<file path="config.mk">
export PLATFORM = sky130hd
export DESIGN_NAME = fetch_front_top
export DESIGN_NICKNAME = d
export VERILOG_FILES = /design/src/logic/core_cfg_pkg.sv /design/src/logic/axi_rd_pkg.sv /design/src/logic/fetch_pc_unit.sv /design/src/logic/fetch_read_engine.sv /design/src/logic/fetch_buffer.sv /design/src/logic/axi_read_arbiter.sv /design/src/logic/fetch_front_top.sv
export SDC_FILE = /design/constraint.sdc
export NUM_CORES = 1
export LEC_CHECK = 0
export ABC_AREA = 1
export BUFFER_PORTS_ARGS = -buffer_cell sky130_fd_sc_hd__buf_2
export CORE_MARGIN = 2
export CORE_UTILIZATION = 43
export CTS_CLUSTER_DIAMETER = 60
export DETAILED_ROUTE_END_ITERATION = 7
export PLACE_DENSITY_LB_ADDON = 0.08
export SYNTH_ARGS = -nofsm -noshare
export SYNTH_HDL_FRONTEND = slang
export SYNTH_HIERARCHICAL = 1
export SYNTH_SLANG_ARGS = --single-unit
</file>
<file path="constraint.sdc">
create_clock -name aclk -period 8.22 [get_ports aclk]
set_input_delay 1.644 -clock aclk [delete_from_list [all_inputs] [get_ports aclk]]
set_output_delay 1.644 -clock aclk [all_outputs]
set_load 0.005 [all_outputs]
</file>
<file path="src/logic/core_cfg_pkg.sv">
package core_cfg_pkg;

    localparam int XLEN = 32;
    localparam int INSTS_PER_FETCH = 2;
    localparam int BUNDLE_BYTES = 8;

    typedef logic [XLEN-1:0] addr_t;

    // insts[0] sits at pc, insts[1] at pc + 4
    typedef struct packed {
        addr_t                                pc;
        logic [INSTS_PER_FETCH-1:0][XLEN-1:0] insts;
    } fetch_bundle_t;

    // one request per late stage, writeback has top priority
    typedef struct packed {
        logic  wb_valid;
        logic  ex_valid;
        logic  id_valid;
        addr_t wb_target;
        addr_t ex_target;
        addr_t id_target;
    } pc_redirect_t;

endpackage

</file>
<file path="src/logic/axi_rd_pkg.sv">
package axi_rd_pkg;

    localparam int AXI_ID_W = 4;
    localparam int AXI_ADDR_W = 32;
    localparam int AXI_DATA_W = 32;

    localparam logic [1:0] BURST_INCR = 2'b01;
    localparam logic [2:0] SIZE_WORD = 3'b010;

    typedef struct packed {
        logic [AXI_ID_W-1:0]   id;
        logic [AXI_ADDR_W-1:0] addr;
        logic [7:0]            len;
        logic [2:0]            size;
        logic [1:0]            burst;
    } axi_ar_t;

    typedef struct packed {
        logic [AXI_ID_W-1:0]   id;
        logic [AXI_DATA_W-1:0] data;
        logic [1:0]            resp;
        logic                  last;
    } axi_r_t;

endpackage

</file>
<file path="src/logic/fetch_pc_unit.sv">
module fetch_pc_unit (
    input  logic                       i_aclk,
    input  logic                       i_aresetn,
    input  core_cfg_pkg::pc_redirect_t i_redirect,
    input  logic                       i_issue_ready,
    output core_cfg_pkg::addr_t        o_pc,
    output logic                       o_flush
);
    import core_cfg_pkg::*;

    logic  redirect_any;
    addr_t redirect_target;

    assign redirect_any = i_redirect.wb_valid || i_redirect.ex_valid || i_redirect.id_valid;

    // writeback over execute over decode
    always_comb begin
        redirect_target = i_redirect.id_target;
        if (i_redirect.wb_valid) begin
            redirect_target = i_redirect.wb_target;
        end else if (i_redirect.ex_valid) begin
            redirect_target = i_redirect.ex_target;
        end
    end

    always_ff @(posedge i_aclk) begin
        if (!i_aresetn) begin
            o_pc    <= '0;
            o_flush <= 1'b0;
        end else begin
            o_flush <= redirect_any;
            if (redirect_any) begin
                o_pc <= redirect_target;
            end else if (i_issue_ready) begin
                o_pc <= o_pc + addr_t'(BUNDLE_BYTES);
            end
        end
    end

    // bundles are fetched whole, so a target must start one
    a_target_aligned : assert property (
        @(posedge i_aclk) disable iff (!i_aresetn)
        redirect_any |-> (redirect_target[2:0] == 3'b000)
    );

endmodule

</file>
<file path="src/logic/fetch_read_engine.sv">
module fetch_read_engine (
    input  logic                        i_aclk,
    input  logic                        i_aresetn,
    input  core_cfg_pkg::addr_t         i_pc,
    input  logic                        i_flush,
    input  logic                        i_buf_full,
    input  logic                        i_ar_ready,
    input  axi_rd_pkg::axi_r_t          i_r,
    input  logic                        i_r_valid,
    output logic                        o_issue_ready,
    output axi_rd_pkg::axi_ar_t         o_ar,
    output logic                        o_ar_valid,
    output logic                        o_r_ready,
    output core_cfg_pkg::fetch_bundle_t o_bundle,
    output logic                        o_bundle_valid
);
    import core_cfg_pkg::*;
    import axi_rd_pkg::*;

    typedef enum logic [1:0] {
        ST_IDLE,
        ST_REQ,
        ST_COLLECT,
        ST_DROP
    } state_t;

    state_t          state_q;
    addr_t           pc_q;
    logic [XLEN-1:0] inst0_q;
    logic            beat_q;
    logic            drop_q;
    logic            r_fire;
    logic            last_fire;

    assign o_issue_ready = (state_q == ST_IDLE) && !i_buf_full;
    assign o_ar_valid = (state_q == ST_REQ);
    assign o_r_ready = (state_q == ST_COLLECT) || (state_q == ST_DROP);
    assign r_fire = i_r_valid && o_r_ready;
    assign last_fire = r_fire && i_r.last;

    // one bundle per burst, fetch id is always 0
    always_comb begin
        o_ar.id    = '0;
        o_ar.addr  = pc_q;
        o_ar.len   = 8'(INSTS_PER_FETCH - 1);
        o_ar.size  = SIZE_WORD;
        o_ar.burst = BURST_INCR;
    end

    // second word goes straight from the bus into the bundle
    always_comb begin
        o_bundle.pc       = pc_q;
        o_bundle.insts[0] = inst0_q;
        o_bundle.insts[1] = i_r.data;
    end

    assign o_bundle_valid = (state_q == ST_COLLECT) && last_fire && beat_q && !i_flush;

    always_ff @(posedge i_aclk) begin
        if (!i_aresetn) begin
            state_q <= ST_IDLE;
            beat_q  <= 1'b0;
            drop_q  <= 1'b0;
        end else begin
            case (state_q)
                ST_IDLE: begin
                    if (o_issue_ready) begin
                        state_q <= ST_REQ;
                        beat_q  <= 1'b0;
                        drop_q  <= 1'b0;
                    end
                end
                ST_REQ: begin
                    // request must stay up until accepted, even when stale
                    if (i_ar_ready) begin
                        state_q <= (drop_q || i_flush) ? ST_DROP : ST_COLLECT;
                    end else if (i_flush) begin
                        drop_q <= 1'b1;
                    end
                end
                ST_COLLECT: begin
                    if (r_fire) begin
                        beat_q <= !beat_q;
                    end
                    if (last_fire) begin
                        state_q <= ST_IDLE;
                    end else if (i_flush) begin
                        state_q <= ST_DROP;
                    end
                end
                ST_DROP: begin
                    if (r_fire) begin
                        beat_q <= !beat_q;
                    end
                    if (last_fire) begin
                        state_q <= ST_IDLE;
                    end
                end
                default: state_q <= ST_IDLE;
            endcase
        end
    end

    always_ff @(posedge i_aclk) begin
        if (o_issue_ready) begin
            pc_q <= i_pc;
        end
        if ((state_q == ST_COLLECT) && r_fire && !beat_q) begin
            inst0_q <= i_r.data;
        end
    end

    // slave must end every fetch burst on its second beat
    a_last_on_beat1 : assert property (
        @(posedge i_aclk) disable iff (!i_aresetn)
        r_fire |-> (i_r.last == beat_q)
    );

endmodule

</file>
<file path="src/logic/fetch_buffer.sv">
module fetch_buffer #(
    parameter int FIFO_DEPTH = 4
) (
    input  logic                        i_aclk,
    input  logic                        i_aresetn,
    input  logic                        i_flush,
    input  logic                        i_push,
    input  core_cfg_pkg::fetch_bundle_t i_data,
    input  logic                        i_pop,
    output core_cfg_pkg::fetch_bundle_t o_data,
    output logic                        o_valid,
    output logic                        o_full
);
    import core_cfg_pkg::*;

    localparam int PTR_W = (FIFO_DEPTH > 1) ? $clog2(FIFO_DEPTH) : 1;
    localparam int CNT_W = $clog2(FIFO_DEPTH + 1);

    fetch_bundle_t    mem [FIFO_DEPTH];
    logic [PTR_W-1:0] wr_ptr_q;
    logic [PTR_W-1:0] rd_ptr_q;
    logic [CNT_W-1:0] count_q;
    logic             do_push;
    logic             do_pop;

    // wraps at any depth, not only powers of two
    function automatic logic [PTR_W-1:0] ptr_next(input logic [PTR_W-1:0] ptr);
        if (ptr == PTR_W'(FIFO_DEPTH - 1)) begin
            return '0;
        end
        return ptr + 1'b1;
    endfunction

    assign o_full = (count_q == CNT_W'(FIFO_DEPTH));
    assign o_valid = (count_q != '0);
    assign o_data = mem[rd_ptr_q];
    assign do_push = i_push && !o_full;
    assign do_pop = i_pop && o_valid;

    always_ff @(posedge i_aclk) begin
        if (!i_aresetn || i_flush) begin
            wr_ptr_q <= '0;
            rd_ptr_q <= '0;
            count_q  <= '0;
        end else begin
            if (do_push) begin
                wr_ptr_q <= ptr_next(wr_ptr_q);
            end
            if (do_pop) begin
                rd_ptr_q <= ptr_next(rd_ptr_q);
            end
            case ({do_push, do_pop})
                2'b10:   count_q <= count_q + 1'b1;
                2'b01:   count_q <= count_q - 1'b1;
                default: count_q <= count_q;
            endcase
        end
    end

    always_ff @(posedge i_aclk) begin
        if (do_push) begin
            mem[wr_ptr_q] <= i_data;
        end
    end

    // the engine only issues with room left for its bundle
    a_no_push_full : assert property (
        @(posedge i_aclk) disable iff (!i_aresetn)
        i_push |-> !o_full
    );

    a_no_pop_empty : assert property (
        @(posedge i_aclk) disable iff (!i_aresetn)
        i_pop |-> o_valid
    );

endmodule

</file>
<file path="src/logic/axi_read_arbiter.sv">
module axi_read_arbiter #(
    parameter int MASTER_BIT = 3
) (
    input  logic                i_aclk,
    input  logic                i_aresetn,
    input  axi_rd_pkg::axi_ar_t i_f_ar,
    input  logic                i_f_ar_valid,
    input  logic                i_f_r_ready,
    input  axi_rd_pkg::axi_ar_t i_d_ar,
    input  logic                i_d_ar_valid,
    input  logic                i_d_r_ready,
    input  logic                i_m_ar_ready,
    input  axi_rd_pkg::axi_r_t  i_m_r,
    input  logic                i_m_r_valid,
    output logic                o_f_ar_ready,
    output axi_rd_pkg::axi_r_t  o_f_r,
    output logic                o_f_r_valid,
    output logic                o_d_ar_ready,
    output axi_rd_pkg::axi_r_t  o_d_r,
    output logic                o_d_r_valid,
    output axi_rd_pkg::axi_ar_t o_m_ar,
    output logic                o_m_ar_valid,
    output logic                o_m_r_ready
);
    import axi_rd_pkg::*;

    // select encoding: 0 fetch, 1 data
    logic   grant_q;
    logic   grant_sel_q;
    logic   last_sel_q;
    logic   pick;
    logic   sel;
    logic   route_d;
    axi_r_t r_clean;

    always_comb begin
        if (i_f_ar_valid && i_d_ar_valid) begin
            pick = !last_sel_q;
        end else begin
            pick = i_d_ar_valid;
        end
    end

    // a stalled request keeps its grant
    assign sel = grant_q ? grant_sel_q : pick;

    assign o_m_ar_valid = sel ? i_d_ar_valid : i_f_ar_valid;
    assign o_f_ar_ready = i_m_ar_ready && !sel;
    assign o_d_ar_ready = i_m_ar_ready && sel;

    always_comb begin
        o_m_ar = sel ? i_d_ar : i_f_ar;
        o_m_ar.id[MASTER_BIT] = sel;
    end

    // responses come back by the tag bit
    assign route_d = i_m_r.id[MASTER_BIT];

    always_comb begin
        r_clean = i_m_r;
        r_clean.id[MASTER_BIT] = 1'b0;
    end

    assign o_f_r = r_clean;
    assign o_d_r = r_clean;
    assign o_f_r_valid = i_m_r_valid && !route_d;
    assign o_d_r_valid = i_m_r_valid && route_d;
    assign o_m_r_ready = route_d ? i_d_r_ready : i_f_r_ready;

    always_ff @(posedge i_aclk) begin
        if (!i_aresetn) begin
            grant_q     <= 1'b0;
            grant_sel_q <= 1'b0;
            last_sel_q  <= 1'b1;
        end else if (o_m_ar_valid) begin
            if (i_m_ar_ready) begin
                grant_q    <= 1'b0;
                last_sel_q <= sel;
            end else begin
                grant_q     <= 1'b1;
                grant_sel_q <= sel;
            end
        end
    end

    // both masters must hold a waiting request
    a_ar_held : assert property (
        @(posedge i_aclk) disable iff (!i_aresetn)
        (o_m_ar_valid && !i_m_ar_ready) |=> (o_m_ar_valid && $stable(o_m_ar))
    );

endmodule

</file>
<file path="src/logic/fetch_front_top.sv">
module fetch_front_top #(
    parameter int FIFO_DEPTH = 4,
    parameter int MASTER_BIT = 3
) (
    input  logic                        aclk,
    input  logic                        aresetn,
    input  core_cfg_pkg::pc_redirect_t  i_redirect,
    input  logic                        i_fetch_pop,
    input  axi_rd_pkg::axi_ar_t         i_data_ar,
    input  logic                        i_data_ar_valid,
    input  logic                        i_data_r_ready,
    input  logic                        i_axi_ar_ready,
    input  axi_rd_pkg::axi_r_t          i_axi_r,
    input  logic                        i_axi_r_valid,
    output core_cfg_pkg::fetch_bundle_t o_fetch,
    output logic                        o_fetch_valid,
    output logic                        o_data_ar_ready,
    output axi_rd_pkg::axi_r_t          o_data_r,
    output logic                        o_data_r_valid,
    output axi_rd_pkg::axi_ar_t         o_axi_ar,
    output logic                        o_axi_ar_valid,
    output logic                        o_axi_r_ready
);
    import core_cfg_pkg::*;
    import axi_rd_pkg::*;

    addr_t         pc;
    logic          flush;
    logic          issue_ready;
    logic          buf_full;
    fetch_bundle_t bundle;
    logic          bundle_valid;

    // fetch side of the arbiter
    axi_ar_t f_ar;
    logic    f_ar_valid;
    logic    f_ar_ready;
    axi_r_t  f_r;
    logic    f_r_valid;
    logic    f_r_ready;

    fetch_pc_unit u_pc (
        .i_aclk        (aclk),
        .i_aresetn     (aresetn),
        .i_redirect    (i_redirect),
        .i_issue_ready (issue_ready),
        .o_pc          (pc),
        .o_flush       (flush)
    );

    fetch_read_engine u_engine (
        .i_aclk         (aclk),
        .i_aresetn      (aresetn),
        .i_pc           (pc),
        .i_flush        (flush),
        .i_buf_full     (buf_full),
        .i_ar_ready     (f_ar_ready),
        .i_r            (f_r),
        .i_r_valid      (f_r_valid),
        .o_issue_ready  (issue_ready),
        .o_ar           (f_ar),
        .o_ar_valid     (f_ar_valid),
        .o_r_ready      (f_r_ready),
        .o_bundle       (bundle),
        .o_bundle_valid (bundle_valid)
    );

    fetch_buffer #(
        .FIFO_DEPTH (FIFO_DEPTH)
    ) u_buffer (
        .i_aclk    (aclk),
        .i_aresetn (aresetn),
        .i_flush   (flush),
        .i_push    (bundle_valid),
        .i_data    (bundle),
        .i_pop     (i_fetch_pop),
        .o_data    (o_fetch),
        .o_valid   (o_fetch_valid),
        .o_full    (buf_full)
    );

    axi_read_arbiter #(
        .MASTER_BIT (MASTER_BIT)
    ) u_arbiter (
        .i_aclk       (aclk),
        .i_aresetn    (aresetn),
        .i_f_ar       (f_ar),
        .i_f_ar_valid (f_ar_valid),
        .i_f_r_ready  (f_r_ready),
        .i_d_ar       (i_data_ar),
        .i_d_ar_valid (i_data_ar_valid),
        .i_d_r_ready  (i_data_r_ready),
        .i_m_ar_ready (i_axi_ar_ready),
        .i_m_r        (i_axi_r),
        .i_m_r_valid  (i_axi_r_valid),
        .o_f_ar_ready (f_ar_ready),
        .o_f_r        (f_r),
        .o_f_r_valid  (f_r_valid),
        .o_d_ar_ready (o_data_ar_ready),
        .o_d_r        (o_data_r),
        .o_d_r_valid  (o_data_r_valid),
        .o_m_ar       (o_axi_ar),
        .o_m_ar_valid (o_axi_ar_valid),
        .o_m_r_ready  (o_axi_r_ready)
    );

endmodule

</file>
==> results of run 1 <==
## worst register-to-register path, stage by stage, from the launching register on
cell and delay (ns):
dfxtp_1 0.45, inv_1 0.10, nor2_1 0.17, nand3_1 0.10, nor2_1 0.11, nand2_1 0.33, nor2_4 0.17, buf_4 0.67
buf_4 0.78
## flip-flops by register name, indices dropped and copies added (netlist names), 2 cells and up, named ones only
signal	flops
u_buffer/mem	384
u_engine/inst0_q	32
u_engine/pc_q	32
u_pc/o_pc	32
u_buffer/count_q	3
u_buffer/rd_ptr_q	2
u_buffer/wr_ptr_q	2
u_engine/state_q	2
## power by group
part / switching [mW] / internal [mW]
Combinational: 0.416 / 0.242
Clock: 0.935 / 1.35
Sequential: 0.176 / 2.97
## layout by cell type, fill, tap and decap left out, types with 3 or more instances in the layout
| cell type | count |
|---|---|
| nor2_2 | 5 |
| buf_2 | 370 |
| o21ai_0 | 153 |
| nand2_1 | 306 |
| a21oi_1 | 69 |
| inv_2 | 5 |
| nand4_1 | 3 |
| clkbuf_16 | 53 |
| nand2_2 | 6 |
| edfxtp_1 | 448 |
| nor2_1 | 282 |
| clkinv_2 | 8 |
| o21ai_1 | 94 |
| dfxtp_1 | 47 |
| nor2_4 | 12 |
| ha_1 | 7 |
| or2_2 | 3 |
| inv_1 | 64 |
| clkbuf_8 | 6 |
| o211ai_1 | 9 |
| bufinv_16 | 4 |
| o22ai_1 | 97 |
| conb_1 | 17 |
| clkbuf_1 | 10 |
| nand3_1 | 58 |
| a31oi_1 | 4 |
| clkinv_1 | 10 |
| buf_4 | 18 |
## worst max-delay path by stage
stage	to	cells after the start	slack, ns
3_5_place_dp	o_axi_ar[36]	7	3.23
3_3_place_gp	o_axi_ar[34]	7	3.31
5_1_grt	o_fetch[2]	5	2.91
2_1_floorplan	u_buffer/mem[0][0]	6	1.45
6_report	o_fetch[0]	5	3.20
4_1_cts	o_fetch[89]	5	3.11
## metrics by stage
stage	hold slack [ns]	setup WS, ns	area, µm²
floorplan	0.4030	1.450	21840
global placement	0.4145	3.312	22910
detailed placement	0.4133	3.229	22910
CTS	0.4274	3.107	24580
global route	0.4383	2.914	24580
finish	0.4276	3.202	24590
## layer usage
| layer | wire, µm | track usage [%] | vias to the layer above |
|---|---|---|---|
| li1 | - | - | 7084 |
| met1 | 23710 | 26.02 | 6922 |
| met2 | 26150 | 34.15 | 369 |
| met3 | 2289 | 2.876 | 71 |
| met4 | 1258 | 6.209 | 0 |
| met5 | 0 | 0 | - |
## final cells by class
type	instances	area, µm²
multi-input combinational	1146	5371
sequential	497	14440
clock inverter	25	224.0
fill	4598	25480
inverter	71	274.0
clock buffer	69	1446
antenna	1	2.502
timing repair buffer	388	1987
tap	672	840.8
==> key figures, run 1 <==
Run status
  – Outcome: complete, no violations

Timing
  – Worst-margin pin slew: between 1 and 1.5 ns
  – Clock Skew: around 0.015 ns
  – Max Freq: 199.3 MHz
  – Final Slew Violations: 0
  – Count of final setup violators: 0
  – Final hold violations: 0
  – RSZ-0062 raised after global routing: false
  – Period utilization: about three fifths
  – Period minus WS final: 5.018 ns
  – Total negative slack: 0 ns
  – Max-slew headroom: a little under a third

Power
  – Peak VDD IR: 0.1593 mV
  – Static Leakage: roughly 9.4 nW
  – Pwr per Cell Area: 248.0 mW/mm²
  – Tot Pwr: slightly above 6 mW

Critical path
  – Crit path buffers/inverters: 3
  – FF-to-FF path depth: 8
  – Critical path's slowest cell: buf_4
  – Crit-path max cell delay: between 0.7 and 0.8 ns
  – Cell family with most CP delay: buffers and inverters
  – Flop-to-flop setup slack: ~5 ns
  – WP data arrival: between 3 and 4 ns
  – Setup crit start kind: register
  – Critical-path cell list: inv_6, buf_4, o21ai_0, o22ai_1, buf_2
  – Crit Path Max Fanout: between 100 and 150
  – CP Class: register to output pin
  – Worst reg2reg startpoint: u_engine/state_q[1]
  – RR Endpoint: u_buffer/mem[0][54]
  – Setup crit end kind: output pin
  – WP data required: 6.58 ns

Floorplanning
  – Die ar.: 0.05249 mm²
  – Initial Util: between 40% and 50%
  – Core Box Area: 0.05007 mm²
  – I/O pins: 383
  – Cell Rows: 82
  – Chip width: 229.1 µm
  – DIE HEIGHT: 229.1 µm

Cells and area
  – Final Instance Count excl. Fillers: 2869
  – Syn-to-layout area delta: 12.85%
  – Layout cells sized above 1: approximately 23%
  – Final net count: 2357
  – Layout Utilization: between 40% and 50%

Placement
  – DP Wirelength: about 33 mm
  – Inst Count DP: ~2800
  – Count of input and output buffers: 370
  – Routability cong.: 0.8927

CTS
  – # Post-CTS Setup Buffers: 0
  – CTS-repair resized insts: 0
  – Clock root cell: clkbuf_16
  – CTS buffer count: between 50 and 60
  – Clk pin slew, worst setup/hold paths: around 0.06 ns
  – H-tree depth: 2
  – Longest Clk Path Bufs: 3
  – TritonCTS clock tree: yes
  – Hold-fix buffers at CTS: 0
  – Clk_lat worst skew: slightly below 0.6 ns
  – CTS Sinks: around 500

Synth
  – Mapped Cells: roughly 2000
  – YS warnings: 6
  – Synthesized area: 0.02179 mm²
  – Avg Cell Area, Syn: around 11 µm²

Drt
  – Vias after detailed routing: between 10000 and 15000
  – Wirelength per Cell: 18.62 µm
  – Final wirelength: ~53 mm
  – Post-DRT Antenna Nets: 0
  – First-pass detailed-route iteration total: 5
  – Vias/cell: just over 5
  – Starting DRC count in detailed routing: ~910
  – DRC: 0

Global route
  – Pin count of the biggest net entering global routing: 120
  – GR Overflow Total: 0
  – Initial antenna violation count: 1
  – Overall Global Routing Usage: between 10% and 20%
  – First-pass GRT wire length: 80.52 mm
  – Vias in the first global route: approximately 14000

Hold path
  – WHS Path Cells: 0
  – Worst min-delay path startpoint: u_pc/o_pc[0]
  – Worst Hold End: u_engine/pc_q[0]
  – Worst min-delay path class: register to register

Flow run
  – Max_cap viols: 0
(Power assumes the default switching activity.)
==> inputs of run 2 (changes only) <==
ABC_AREA = 0   (was 1)
clock period = 5.1 ns   (was 8.22 ns; I/O delays follow)
==> run 2 against run 1 <==
  * Via count fell by 20%
  * Cell count decreased by 23%
  * Power rose by 40%
  * Utilization is 0.63 points higher
  * Critical endpoint is now o_fetch[63]
  * Synthesized cell count shrank 35%
  * Wire length decreased by 13%
  * Die area shrank 2.6%
  * Largest cell class unchanged
  * Design area shrank 1.2%
  * Worst hold slack gained 0.0075 ns
  * Clock power is 50% higher
  * Setup slack got worse by 1.8 ns
  * Critical path type unchanged
  * Critical path depth decreased by 2
==> key figures, run 2 <==
CTS
  – CTS-repair resized insts: 0 (unchanged)
  – H-tree depth: 2 (unchanged)
  – Hold-fix buffers at CTS: 0 (unchanged)
  – Clock root cell: clkbuf_16
  – CTS buffer count: 51 (unchanged)
  – # Post-CTS Setup Buffers: 0 (unchanged)
  – TritonCTS clock tree: yes
  – Clk pin slew, worst setup/hold paths: 0.06 ns (about the same)
  – CTS Sinks: 497 (unchanged)
  – Longest Clk Path Bufs: 3 (unchanged)
  – Clk_lat worst skew: 0.59 ns (about the same)

Power
  – Clock Power Share: 40.2% (+2.7 points)
  – Pwr per Cell Area: 351.9 mW/mm² (+42%)
  – Peak VDD IR: 0.2414 mV (+52%)
  – Comb pwr share: 5.5% (-5.3 points)
  – Flop pwr share: 54.3% (+2.7 points)
  – P_int: 6.701 mW (+47%)
  – Sw Share: 21.62% (-3.4 points)
  – Static Leakage: 8.411 nW (-10%)
  – Sw power: 1.849 mW (+21%)

Timing
  – Final hold violations: 0 (unchanged)
  – Fin worst setup slack: 1.425 ns (-1.777 ns)
  – Period utilization: between 70 and 80%
  – Worst-margin pin slew: 0.9478 ns (-0.08674 ns)
  – Max Freq: approximately 270 MHz
  – Total negative slack: 0 ns (unchanged)
  – RSZ-0062 raised after global routing: false
  – Period minus WS final: about 3.7 ns
  – Final Slew Violations: 0 (unchanged)
  – Max-slew headroom: 36.81% (+5.9 points)
  – Count of final setup violators: 0 (unchanged)
  – Clock Skew: 0.02369 ns (+0.008704 ns)

Drt
  – Vias/cell: 5.228 (+3.8%)
  – Vias after detailed routing: 11596 (-20%)
  – Post-DRT Antenna Nets: 0 (unchanged)
  – Starting DRC count in detailed routing: 835 (-8.5%)
  – DRC: 0 (unchanged)
  – First-pass detailed-route iteration total: 5 (unchanged)
  – Final wirelength: 46.47 mm (-13%)
  – Wirelength per Cell: 20.95 µm (+13%)

Floorplanning
  – Core Box Area: 0.04885 mm² (-2.4%)
  – Initial Util: 43.40% (-0.12 points)
  – Die ar.: 0.05110 mm² (-2.6%)
  – I/O pins: 383 (unchanged)
  – DIE HEIGHT: 226.0 µm (-1.3%)
  – Cell Rows: 81 (-1.2%)
  – Chip width: 226.0 µm (-1.3%)

Flow run
  – Max_cap viols: 0 (unchanged)

Placement
  – Pre-CTS setup slack: 1.488 ns (-1.741 ns)
  – DP Wirelength: 30.23 mm (-8.1%)
  – Routability cong.: 0.8115 (-9.1%)
  – Count of input and output buffers: 370 (unchanged)
  – Inst Count DP: 2122 (-24%)

Critical path
  – Crit Path Max Fanout: 42 (-65%)
  – Flop-to-flop setup slack: 2.39 ns (-2.57 ns)
  – Crit-path max cell delay: 0.96 ns (+0.17 ns)
  – Worst reg2reg startpoint: u_buffer/count_q[0]
  – RR Endpoint: u_pc/o_pc[30]
  – Critical path's slowest cell: dfxtp_4
  – Crit path depth: 3 (-2)
  – Setup crit end kind: output pin
  – CP Class: register to output pin
  – Crit path buffers/inverters: 2 (-1)
  – WP data required: 4.08 ns (-2.50 ns)
  – WP data arrival: 2.65 ns (-0.72 ns)
  – Critical-path cell list: buf_12, mux4_2, buf_2
  – Worst Setup EP: o_fetch[63]
  – Cell family with most CP delay: flip-flops
  – Setup crit start kind: register
  – FF-to-FF path depth: 9 (+1)

Global route
  – Overall Global Routing Usage: 18.18% (-1.7 points)
  – Pin count of the biggest net entering global routing: 67 (-44%)
  – Initial antenna violation count: 1 (unchanged)
  – First-pass GRT wire length: 69.69 mm (-13%)
  – GR Overflow Total: 0 (unchanged)
  – Vias in the first global route: 11406 (-18%)

Cells and area
  – Leading cell type in the layout, fill and taps excluded: edfxtp_1
  – Final net count: 1713 (-27%)
  – Final Instance Count excl. Fillers: 2218 (-23%)
  – Layout cells sized above 1: 40.50% (+17 points)
  – Largest Register: u_buffer/mem
  – Syn-to-layout area delta: 14.61%
  – Commonest cells after routing, fill and taps aside: edfxtp_1 (448), buf_2 (370), mux4_2 (96)
  – Largest register FFs: 384 (unchanged)

Synth
  – Mapped Cells: 1274 (-35%)
  – Avg Cell Area, Syn: 16.64 µm² (+49%)
  – Synthesized area: 0.02120 mm² (-2.7%)
  – YS warnings: 6 (unchanged)

Run status
  – Outcome: complete, no violations

Hold path
  – Worst min-delay path class: register to register
==> run 2: worst min-delay path by stage <==
| stage | depth (start not counted) | endpoint | start |
|---|---|---|---|
| after CTS | 0 | u_engine/pc_q[0] | u_pc/o_pc[0] |
| after detailed placement | 0 | u_engine/pc_q[2] | u_pc/o_pc[2] |
| final | 0 | u_engine/pc_q[2] | u_pc/o_pc[2] |
| after global placement | 0 | u_engine/pc_q[0] | u_pc/o_pc[0] |
| after global routing | 0 | u_engine/pc_q[0] | u_pc/o_pc[0] |
| after floorplan | 0 | u_engine/pc_q[21] | u_pc/o_pc[21] |
==> run 2: power groups by stage <==
stage          logic, mW  clock network [mW]  registers [mW]
3_5_place_dp       0.472                   0            4.73
3_3_place_gp       0.469                   0            4.72
6_report           0.468                3.44            4.64
5_1_grt            0.518                3.69            4.65
4_1_cts            0.474                3.54            4.64
2_1_floorplan      0.399                   0            4.65
==> run 2: area by class of cell <==
cell class / instances / area [µm²]
fill: 4171 / 24550
sequential: 497 / 14440
timing repair buffer: 390 / 2140
antenna: 1 / 2.502
clock inverter: 27 / 175.2
clock buffer: 68 / 1371
tap: 664 / 830.8
multi-input combinational: 554 / 5273
inverter: 17 / 63.81
==> run 2: worst reg2reg max path, cell delays in order (launching register included) <==
cell and delay (ns):
dfxtp_1 0.39, or3b_1 0.31, inv_1 0.10, or3_4 0.36, inv_2 0.27, buf_4 0.51
nand2_1 0.12, nor3_1 0.26, a31o_2 0.20, nand3_1 0.06
==> run 2: per-stage QoR <==
stage / cell area [µm²] / utilization (%) / power, mW / hold slack [ns]
4_1_cts: 24290 / 49.73 / 8.660 / 0.4356
3_3_place_gp: 22750 / 46.57 / 5.192 / 0.4129
5_1_grt: 24290 / 49.73 / 8.867 / 0.4439
6_report: 24300 / 49.74 / 8.549 / 0.4351
3_5_place_dp: 22750 / 46.57 / 5.201 / 0.4215
2_1_floorplan: 21250 / - / 5.049 / 0.4064
==> run 2: routing by layer <==
layer  GRT usage (%)  share of wire [%]  vias up  wire length, µm
met5               0                  0        -                0
met4           4.563                1.8        0              850
met3           4.046                5.9       59             2759
met2           30.22                 49      383            22700
met1           24.37                 43     5848            20160
li1                -                  -     5306                -
